--- config.mk ---
export PLATFORM = sky130hd
export DESIGN_NAME = pipe_top
export DESIGN_NICKNAME = d
export VERILOG_FILES = /design/src/logic/pipe_pkg.sv /design/src/logic/inst_pkg.sv /design/src/logic/pipe_top.sv /design/src/logic/stage_reg.sv /design/src/logic/fetch_queue.sv /design/src/logic/pipe_ctrl.sv
export SDC_FILE = /design/constraint.sdc
export NUM_CORES = 1
export LEC_CHECK = 0
export ABC_AREA = 1
export BUFFER_PORTS_ARGS = -buffer_cell sky130_fd_sc_hd__buf_2
export CORE_MARGIN = 2
export CORE_UTILIZATION = 40
export CTS_CLUSTER_SIZE = 10
export DETAILED_ROUTE_END_ITERATION = 16
export GPL_TIMING_DRIVEN = 0
export SLEW_MARGIN = 5
export SYNTH_ARGS = -nofsm -noshare
export SYNTH_HDL_FRONTEND = slang
export SYNTH_SLANG_ARGS = --single-unit
--- constraint.sdc ---
create_clock -name clk -period 7.2 [get_ports clk]
set_clock_uncertainty 0.15 [all_clocks]
set_input_delay 1.08 -clock clk [delete_from_list [all_inputs] [get_ports clk]]
set_output_delay 1.08 -clock clk [all_outputs]
set_load 0.1 [all_outputs]
--- src/logic/pipe_pkg.sv ---
`default_nettype none

// hazard requests and per-boundary control for the pipeline controller.
package pipe_pkg;

    // ========================================================================
    // hazard requests
    // ========================================================================

    // one level per requester, as seen by the controller.
    typedef struct packed {
        logic i_cache_stall_req;
        logic d_cache_stall_req;
        logic fifo_stall_req;
        logic forwardc_req;
        logic forwardp_req;
        logic b_ctrl_flush_req;
        logic with_delay_slot;
        logic exc_stall_req;
        logic exception_flush;
        logic lsu1_tlb_stall_req;
        logic mem_refetch;
    } hazard_req_t;

    // ========================================================================
    // stage controls
    // ========================================================================

    // exp_flush has priority over flush and flush over stall.
    typedef struct packed {
        logic stall;
        logic flush;
        logic exp_flush;
    } stage_ctl_t;

    typedef struct packed {
        logic       pc_stall;
        logic       fifo_flush;
        logic       issue_stall;
        stage_ctl_t ii_id2;
        stage_ctl_t id2_ex;
        stage_ctl_t ex_lsu1;
        stage_ctl_t lsu1_lsu2;
        stage_ctl_t mem_wb;
        logic       wb_stall;
    } pipe_ctl_t;

endpackage

`default_nettype wire

--- src/logic/inst_pkg.sv ---
`default_nettype none

// instruction tokens carried through the queue and stage registers.
package inst_pkg;

    // ========================================================================
    // basic widths
    // ========================================================================

    parameter int pc_width = 32;

    // ========================================================================
    // opcodes
    // ========================================================================

    // coarse classes only since there is no real decode.
    typedef enum logic [2:0] {
        op_nop    = 3'd0,
        op_alu    = 3'd1,
        op_branch = 3'd2,
        op_load   = 3'd3,
        op_store  = 3'd4
    } opcode_e;

    // ========================================================================
    // token
    // ========================================================================

    // valid marks a live instruction; pc and opcode are payload.
    typedef struct packed {
        logic                valid;
        opcode_e             opcode;
        logic [pc_width-1:0] pc;
    } inst_token_t;

endpackage

`default_nettype wire
--- src/logic/pipe_top.sv ---
`timescale 1ns/1ps
`default_nettype none

module pipe_top
    import inst_pkg::*, pipe_pkg::*;
#(
    parameter int queue_depth = 8
) (
    input  logic                clk,
    input  logic                reset,
    input  logic                fetch_valid,
    input  logic [pc_width-1:0] fetch_pc,
    input  opcode_e             fetch_opcode,
    input  hazard_req_t         req,
    output inst_token_t         wb_token,
    output logic                pc_stall,
    output logic                fifo_flush
);

    // ========================================================================
    // controller
    // ========================================================================

    hazard_req_t ctrl_req;
    pipe_ctl_t   ctl;
    logic        queue_full;

    // fetch stall comes from the queue, not from outside.
    always_comb begin
        ctrl_req                = req;
        ctrl_req.fifo_stall_req = queue_full;
    end

    pipe_ctrl u_pipe_ctrl (
        .req (ctrl_req),
        .ctl (ctl)
    );

    assign pc_stall   = ctl.pc_stall;
    assign fifo_flush = ctl.fifo_flush;

    // ========================================================================
    // fetch queue
    // ========================================================================

    inst_token_t fetch_token;
    inst_token_t head_token;

    assign fetch_token = '{valid: fetch_valid, opcode: fetch_opcode, pc: fetch_pc};

    fetch_queue #(
        .queue_depth (queue_depth)
    ) u_fetch_queue (
        .clk        (clk),
        .reset      (reset),
        .push       (fetch_valid),
        .push_token (fetch_token),
        .pop        (~ctl.issue_stall),
        .flush      (ctl.fifo_flush),
        .head_token (head_token),
        .full       (queue_full)
    );

    // ========================================================================
    // boundary registers
    // ========================================================================

    inst_token_t ii_id2_q;
    inst_token_t id2_ex_q;
    inst_token_t ex_lsu1_q;
    inst_token_t lsu1_lsu2_q;
    inst_token_t mem_wb_q;
    stage_ctl_t  wb_ctl;

    // wb only ever holds.
    assign wb_ctl = '{stall: ctl.wb_stall, flush: 1'b0, exp_flush: 1'b0};

    stage_reg u_ii_id2 (
        .clk   (clk),
        .reset (reset),
        .ctl   (ctl.ii_id2),
        .d     (head_token),
        .q     (ii_id2_q)
    );

    stage_reg u_id2_ex (
        .clk   (clk),
        .reset (reset),
        .ctl   (ctl.id2_ex),
        .d     (ii_id2_q),
        .q     (id2_ex_q)
    );

    stage_reg u_ex_lsu1 (
        .clk   (clk),
        .reset (reset),
        .ctl   (ctl.ex_lsu1),
        .d     (id2_ex_q),
        .q     (ex_lsu1_q)
    );

    stage_reg u_lsu1_lsu2 (
        .clk   (clk),
        .reset (reset),
        .ctl   (ctl.lsu1_lsu2),
        .d     (ex_lsu1_q),
        .q     (lsu1_lsu2_q)
    );

    stage_reg u_mem_wb (
        .clk   (clk),
        .reset (reset),
        .ctl   (ctl.mem_wb),
        .d     (lsu1_lsu2_q),
        .q     (mem_wb_q)
    );

    stage_reg u_wb (
        .clk   (clk),
        .reset (reset),
        .ctl   (wb_ctl),
        .d     (mem_wb_q),
        .q     (wb_token)
    );

endmodule

`default_nettype wire

--- src/logic/stage_reg.sv ---
`timescale 1ns/1ps
`default_nettype none

module stage_reg
    import inst_pkg::*, pipe_pkg::*;
(
    input  logic        clk,
    input  logic        reset,
    input  stage_ctl_t  ctl,
    input  inst_token_t d,
    output inst_token_t q
);

    logic                valid_q;
    opcode_e             opcode_q;
    logic [pc_width-1:0] pc_q;
    logic                load;

    assign load = ~ctl.exp_flush & ~ctl.flush & ~ctl.stall;

    // exception flush, then flush, then stall.
    always_ff @(posedge clk) begin
        if (reset || ctl.exp_flush) begin
            valid_q <= 1'b0;
        end else if (ctl.flush) begin
            valid_q <= 1'b0;
        end else if (!ctl.stall) begin
            valid_q <= d.valid;
        end
    end

    // payload keeps the last pc on a flush for debug visibility.
    always_ff @(posedge clk) begin
        if (load) begin
            opcode_q <= d.opcode;
            pc_q     <= d.pc;
        end
    end

    assign q = '{valid: valid_q, opcode: opcode_q, pc: pc_q};

endmodule

`default_nettype wire

--- src/logic/fetch_queue.sv ---
`timescale 1ns/1ps
`default_nettype none

module fetch_queue
    import inst_pkg::*;
#(
    parameter int queue_depth = 8
) (
    input  logic        clk,
    input  logic        reset,
    input  logic        push,
    input  inst_token_t push_token,
    input  logic        pop,
    input  logic        flush,
    output inst_token_t head_token,
    output logic        full
);

    // ========================================================================
    // pointers and occupancy
    // ========================================================================

    localparam int ptr_width = $clog2(queue_depth);
    localparam int cnt_width = ptr_width + 1;

    inst_token_t          mem [queue_depth];
    logic [ptr_width-1:0] rd_ptr;
    logic [ptr_width-1:0] wr_ptr;
    logic [cnt_width-1:0] count;

    logic empty;
    logic do_push;
    logic do_pop;

    assign empty = (count == '0);
    assign full  = (count == cnt_width'(queue_depth));

    // flush drops the whole queue and the fetch arriving with it.
    assign do_push = push & ~full & ~flush;
    assign do_pop  = pop & ~empty & ~flush;

    always_ff @(posedge clk) begin
        if (reset || flush) begin
            rd_ptr <= '0;
            wr_ptr <= '0;
            count  <= '0;
        end else begin
            if (do_push) begin
                wr_ptr <= wr_ptr + 1'b1;
            end
            if (do_pop) begin
                rd_ptr <= rd_ptr + 1'b1;
            end
            case ({do_push, do_pop})
                2'b10:   count <= count + 1'b1;
                2'b01:   count <= count - 1'b1;
                default: count <= count;
            endcase
        end
    end

    // ========================================================================
    // storage
    // ========================================================================

    // pointers wrap on their own since the depth is a power of two.
    always_ff @(posedge clk) begin
        if (do_push) begin
            mem[wr_ptr] <= push_token;
        end
    end

    // head is visible in the same cycle; stale slots read as invalid.
    always_comb begin
        head_token       = mem[rd_ptr];
        head_token.valid = ~empty;
    end

endmodule

`default_nettype wire

--- src/logic/pipe_ctrl.sv ---
`timescale 1ns/1ps
`default_nettype none

module pipe_ctrl
    import pipe_pkg::*;
(
    input  hazard_req_t req,
    output pipe_ctl_t   ctl
);

    // ========================================================================
    // shared terms
    // ========================================================================

    logic exc_any;
    logic cache_stall;
    logic fwd_stall;
    logic front_stall;
    logic mid_stall;
    logic back_stall;
    logic fifo_flush;

    // exception and memory refetch both wipe the front of the pipe.
    assign exc_any = req.exception_flush | req.mem_refetch;

    assign cache_stall = req.i_cache_stall_req | req.d_cache_stall_req;

    // a pending branch flush kills the dependent instruction anyway.
    assign fwd_stall = (req.forwardc_req | req.forwardp_req) & ~req.b_ctrl_flush_req;

    assign front_stall = cache_stall
                       | fwd_stall
                       | req.exc_stall_req
                       | req.lsu1_tlb_stall_req;

    // ex and lsu boundaries ignore forwarding and keep moving on a tlb miss.
    assign mid_stall = cache_stall | req.exc_stall_req;

    // back end is released once the exception flush has been taken.
    assign back_stall = cache_stall | (req.exc_stall_req & ~exc_any);

    assign fifo_flush = req.b_ctrl_flush_req | exc_any;

    // ========================================================================
    // per-boundary outputs
    // ========================================================================

    always_comb begin
        ctl.pc_stall    = req.fifo_stall_req;
        ctl.fifo_flush  = fifo_flush;
        ctl.issue_stall = front_stall;

        // hold ii when the full queue is being flushed this cycle.
        ctl.ii_id2.stall     = front_stall | (req.fifo_stall_req & fifo_flush);
        ctl.ii_id2.flush     = req.b_ctrl_flush_req;
        ctl.ii_id2.exp_flush = exc_any;

        // forwarding stalls ii, so a bubble goes into ex.
        ctl.id2_ex.stall     = cache_stall | req.exc_stall_req | req.lsu1_tlb_stall_req;
        ctl.id2_ex.flush     = (req.b_ctrl_flush_req & req.with_delay_slot)
                             | req.forwardc_req
                             | req.forwardp_req;
        ctl.id2_ex.exp_flush = exc_any;

        ctl.ex_lsu1.stall     = mid_stall;
        ctl.ex_lsu1.flush     = req.lsu1_tlb_stall_req;
        ctl.ex_lsu1.exp_flush = exc_any;

        ctl.lsu1_lsu2.stall     = mid_stall;
        ctl.lsu1_lsu2.flush     = 1'b0;
        ctl.lsu1_lsu2.exp_flush = exc_any;

        // instructions past lsu2 always retire.
        ctl.mem_wb.stall     = back_stall;
        ctl.mem_wb.flush     = 1'b0;
        ctl.mem_wb.exp_flush = 1'b0;

        ctl.wb_stall = back_stall;
    end

endmodule

`default_nettype wire

==> impl_summary.md <==
Clock network
The H-tree generated during clock tree synthesis spans 2 levels. Once the clock tree was built, the setup fixing pass inserted 0 buffers. The clock latency on the worst-skew pair is 0.60 ns. The clock-pin slew on the worst setup and hold paths is ~0.05 ns. The number of gates resized after CTS was 0. No sink is reached through more buffers than the 3 on the longest clock path. The TritonCTS clock tree is built. The number of sinks driven by the clock tree is between 500 and 600.

After clock tree synthesis, the flow added hold-fix buffers numbering 0. The tree is rooted in a sky130_fd_sc_hd__clkbuf_16. In this run, CTS created clock tree buffers numbering 56.

Worst setup path
STA puts the critical path data required time at 5.97 ns. The worst setup path is launched from an input pin. On the worst path, the slowest cell contributes a delay of 0.44 ns. The path type of the worst setup path is in2out. The largest individual stage delay along the critical path comes from the cell sky130_fd_sc_hd__buf_2. In this run the critical register-to-register path is captured at u_fetch_queue.mem[4][18]. The kind of end point of the critical path is a primary output. The number of buffers and inverters on the critical path is 4. By instance count, the cell type seen most on the critical path is sky130_fd_sc_hd__buf_2.

Traced cell by cell, the critical path runs through buf_2, inv_2, nand2_1, nor2_4, inv_1, buf_2. Data arrives at the worst endpoint at 2.23 ns. The origin of the critical flop-to-flop path is u_fetch_queue.count[1].

In this design, the largest share of critical-path delay is due to buffers and inverters. The reg-to-reg setup timing slack is ~4.6 ns. The logic depth of the worst register-to-register path is 5. In this run the worst path has a maximum fanout of 8.

Routing
The routed length on met2 is about 17000 µm. Summing over every cut layer, the via total after detailed routing is between 9k and 10k. After detailed routing, the number of remaining DRC violations is 0. The total wire length is 34400 µm. The first detailed-routing pass took 5 iterations.

In the final routing, the length of wire on met1 measures 14400 µm. The detail route stage leaves a number of antenna-violating nets equal to 0. The number of vias per cell is 4.92. Wire segments on met3 add up to 2320 µm in the final route. The highest layer touched by signal routing is met5. The post-detailed-route wirelength per cell is about 18 µm. The starting DRC count in detailed routing is 720.

Logic synthesis
The gate count of the mapped netlist is roughly 1.1k. The dominant combinational cell family by area after synthesis is simple AND/OR/NAND/NOR gates. The share of the synthesized area in compound gates (AO/OA/AOI/OAI) is 6.76%. The share of the Yosys chip area taken by registers is 82.8%. Summing the areas of all fa, ha and maj instances in the mapped netlist gives less than 1% of the synthesized area.

Averaged over all synthesized cells, the footprint is around 16 µm². The number of flip-flops and latches in the synthesized netlist is ~500. After synthesis the cells add up to around 0.018 mm².

Summing the areas of all and, or, nand and nor instances in the mapped netlist gives around 7.4% of the synthesized area. The post-synthesis net count is around 1.2k. The number of different library cells in the post-synthesis netlist is 31. In the synthesized netlist, mux cells make up 0% of the area. After Yosys synthesis, XOR and XNOR cells account for 0.241% of the synthesized area. During synthesis, Yosys emitted a total of 0 warnings.

Finish
In the final layout, the multi-input gates occupy ~0.0028 mm². The final cell utilization of the core is between 40 and 50%. The share of post-route cells with drive strength above 1 is between 10% and 20%. The layout has 3874 filler cells. In the final layout, flip-flops and latches occupy around 0.015 mm².

The net count of the finished layout is between 1k and 1.5k. The library cell used most frequently in the layout, excluding fill and tap cells, is sky130_fd_sc_hd__edfxtp_1. Leaving out fill and tap cells, the most frequent cells in the layout are sky130_fd_sc_hd__edfxtp_1, sky130_fd_sc_hd__nand2_1, sky130_fd_sc_hd__o21ai_0. The area growth from synthesis to layout is 16.7%.

Timing
The final period demand of the worst path is about 3.5 ns. The final number of setup-violating endpoints is 0. The post-route clock period utilization is roughly half. The final-report max-slew violation count is 0. The smallest setup slack after layout is ~3.7 ns. Final hold analysis gives a worst-case slack of roughly 0.26 ns. In this run the tightest slew margin relative to its limit is between 40% and 50%. The transition time at the pin with the least slew margin is 0.895 ns. Setup repair after global routing left no endpoint under its margin.

Based on the critical path, the design can be clocked at up to 289 MHz. The final sum of negative setup slack is 0 ns. The number of endpoints with negative hold slack in the final report is 0.

Placement
The placed wire-length estimate after detailed placement is approximately 22000 µm. The final RePlAce weighted congestion is 0.762. Input and output buffers added on the ports amount to 85. The worst-case setup slack after placement is roughly 3.5 ns.

Hold path
The worst hold path passes through 0 cells. For hold timing, the worst endpoint is u_lsu1_lsu2.pc_q[15]. The startpoint of the worst hold path is u_ex_lsu1.pc_q[15]. In this run the worst hold path is classified as reg2reg.

Die
Row generation in the floorplan step produced 78 rows. The die outline area is 0.0471 mm². The region available for standard cell placement spans about 0.045 mm². Once the floorplan was initialized, standard cells occupied between 40% and 50% of the core. From bottom edge to top edge, the die measures around 220 µm.

Pin placement for this block handled 87 I/O pins. The horizontal die dimension is ~220 µm.

Pwr
After layout, the design draws a total of ~5.8 mW. The power density over the cells is 273 mW/mm². The static leakage power is between 7 and 8 nW. IR analysis of the VDD net gives a maximum drop of around 180 µV.

Global route
The via count of the first global-routing pass is 9298. The total grt overflow is 0. The initial antenna violation count was 6.

The wire length of the first global-routing pass is about 53000 µm. The total routing usage reported by global routing is between 10% and 20%. The maximum number of pins on one net before global-route repair is 43.

Run
The tool flagged a number of max-cap violations equal to 0.

Status
The flow ran to the end, and the final reports show no timing, DRC or antenna violations.
## metrics by stage
stage | area [µm²] | cells
after floorplan | 18200 | 1140
after global placement | 19300 | 1825
after detailed placement | 19700 | 1847
after CTS | 21200 | 1920
after global routing | 21200 | 1922
final | 21200 | 1923
## how the worst max path moves through the flow
stage	from	endpoint	slack, ns	cells past startpoint
after global placement	req[2]	u_fetch_queue.mem[7][11]	-0.17	6
after CTS	req[2]	fifo_flush	3.74	6
after floorplan	req[2]	u_fetch_queue.mem[5][0]	2.53	5
final	req[2]	fifo_flush	3.74	6
after detailed placement	req[2]	u_fetch_queue.mem[4][18]	3.47	7
after global routing	req[2]	fifo_flush	3.67	6
## cell type report
| cell class | count | area share [%] |
|---|---|---|
| well taps | 600 | 3.54 |
| flip-flops and latches | 506 | 71.0 |
| repair buffers | 107 | 3.17 |
| diodes | 3 | 0.0354 |
| clock buffers | 71 | 7.08 |
| plain buffers | 52 | 1.56 |
| clock inverters | 2 | 0.0945 |
| inverters | 24 | 0.449 |
| multi-input cells | 558 | 13.1 |
## cell usage after synthesis
library cell / instances / area (µm²)
sky130_fd_sc_hd__xnor2_1: 1 / 8.76
sky130_fd_sc_hd__nor2_4: 1 / 11.3
sky130_fd_sc_hd__nor2_2: 40 / 250
sky130_fd_sc_hd__o21ai_0: 130 / 651
sky130_fd_sc_hd__inv_2: 6 / 22.5
sky130_fd_sc_hd__edfxtp_1: 490 / 14700
sky130_fd_sc_hd__a21oi_1: 10 / 50.1
sky130_fd_sc_hd__inv_1: 17 / 63.8
sky130_fd_sc_hd__buf_1: 1 / 3.75
sky130_fd_sc_hd__nand3_1: 5 / 25.0
sky130_fd_sc_hd__dfxtp_1: 16 / 320
sky130_fd_sc_hd__buf_4: 1 / 7.51
sky130_fd_sc_hd__fa_1: 1 / 20.0
sky130_fd_sc_hd__nand2_1: 134 / 503
sky130_fd_sc_hd__nor3b_1: 1 / 7.51
sky130_fd_sc_hd__ha_1: 5 / 62.6
sky130_fd_sc_hd__clkbuf_1: 22 / 82.6
sky130_fd_sc_hd__buf_8: 2 / 30.0
sky130_fd_sc_hd__nand3_2: 2 / 20.0
sky130_fd_sc_hd__xor2_1: 4 / 35.0
sky130_fd_sc_hd__o21ai_1: 16 / 80.1
sky130_fd_sc_hd__o22ai_1: 70 / 438
sky130_fd_sc_hd__nor2_1: 128 / 480
sky130_fd_sc_hd__inv_6: 1 / 8.76
sky130_fd_sc_hd__buf_6: 5 / 56.3
sky130_fd_sc_hd__buf_2: 18 / 90.1
sky130_fd_sc_hd__buf_12: 3 / 60.1
sky130_fd_sc_hd__nand4_1: 3 / 18.8
sky130_fd_sc_hd__nor4_1: 1 / 6.26
sky130_fd_sc_hd__nor3_1: 5 / 25.0
sky130_fd_sc_hd__o21ai_2: 1 / 8.76
## routing by layer
| layer | track usage (%) | up-vias |
|---|---|---|
| li1 | - | 4542 |
| met1 | 19.2 | 4548 |
| met2 | 24.4 | 286 |
| met3 | 3.80 | 70 |
| met4 | 5.37 | 6 |
| met5 | 0 | - |
## sequential cells by signal, indices dropped and copies added (netlist names), 4 cells and up
signal / flops
u_ii_id2.pc_q: 32
u_lsu1_lsu2.pc_q: 32
u_wb.pc_q: 32
u_ex_lsu1.pc_q: 32
u_fetch_queue.mem: 280
u_id2_ex.pc_q: 32
u_fetch_queue.count: 4
u_mem_wb.pc_q: 32
## worst reg2reg max path: cells and delay by family, from the launching register on
family	cells	cell delay [ns]
buffers and inverters	1	0.27
flip-flops	1	0.39
AND/OR/NAND/NOR	4	1.45
## cell families after synthesis
family                     Yosys count
adders and majority gates            6
and+or+nand+nor                    320
xor gates and xnor gates             5
buffers and inverters               76
DFF                                506
AOI/OAI and AO/OA                  227
## power by group
| group | internal [mW] | switching (mW) | leakage (nW) | total (mW) |
|---|---|---|---|---|
| combinational | 0.0218 | 0.105 | 1.87 | 0.127 |
| sequential | 3.24 | 0.00450 | 4.56 | 3.25 |
| clock | 1.43 | 0.991 | 0.739 | 2.42 |
| total | 4.69 | 1.10 | 7.17 | 5.79 |
No activity file was read; power rests on OpenSTA's default activity.
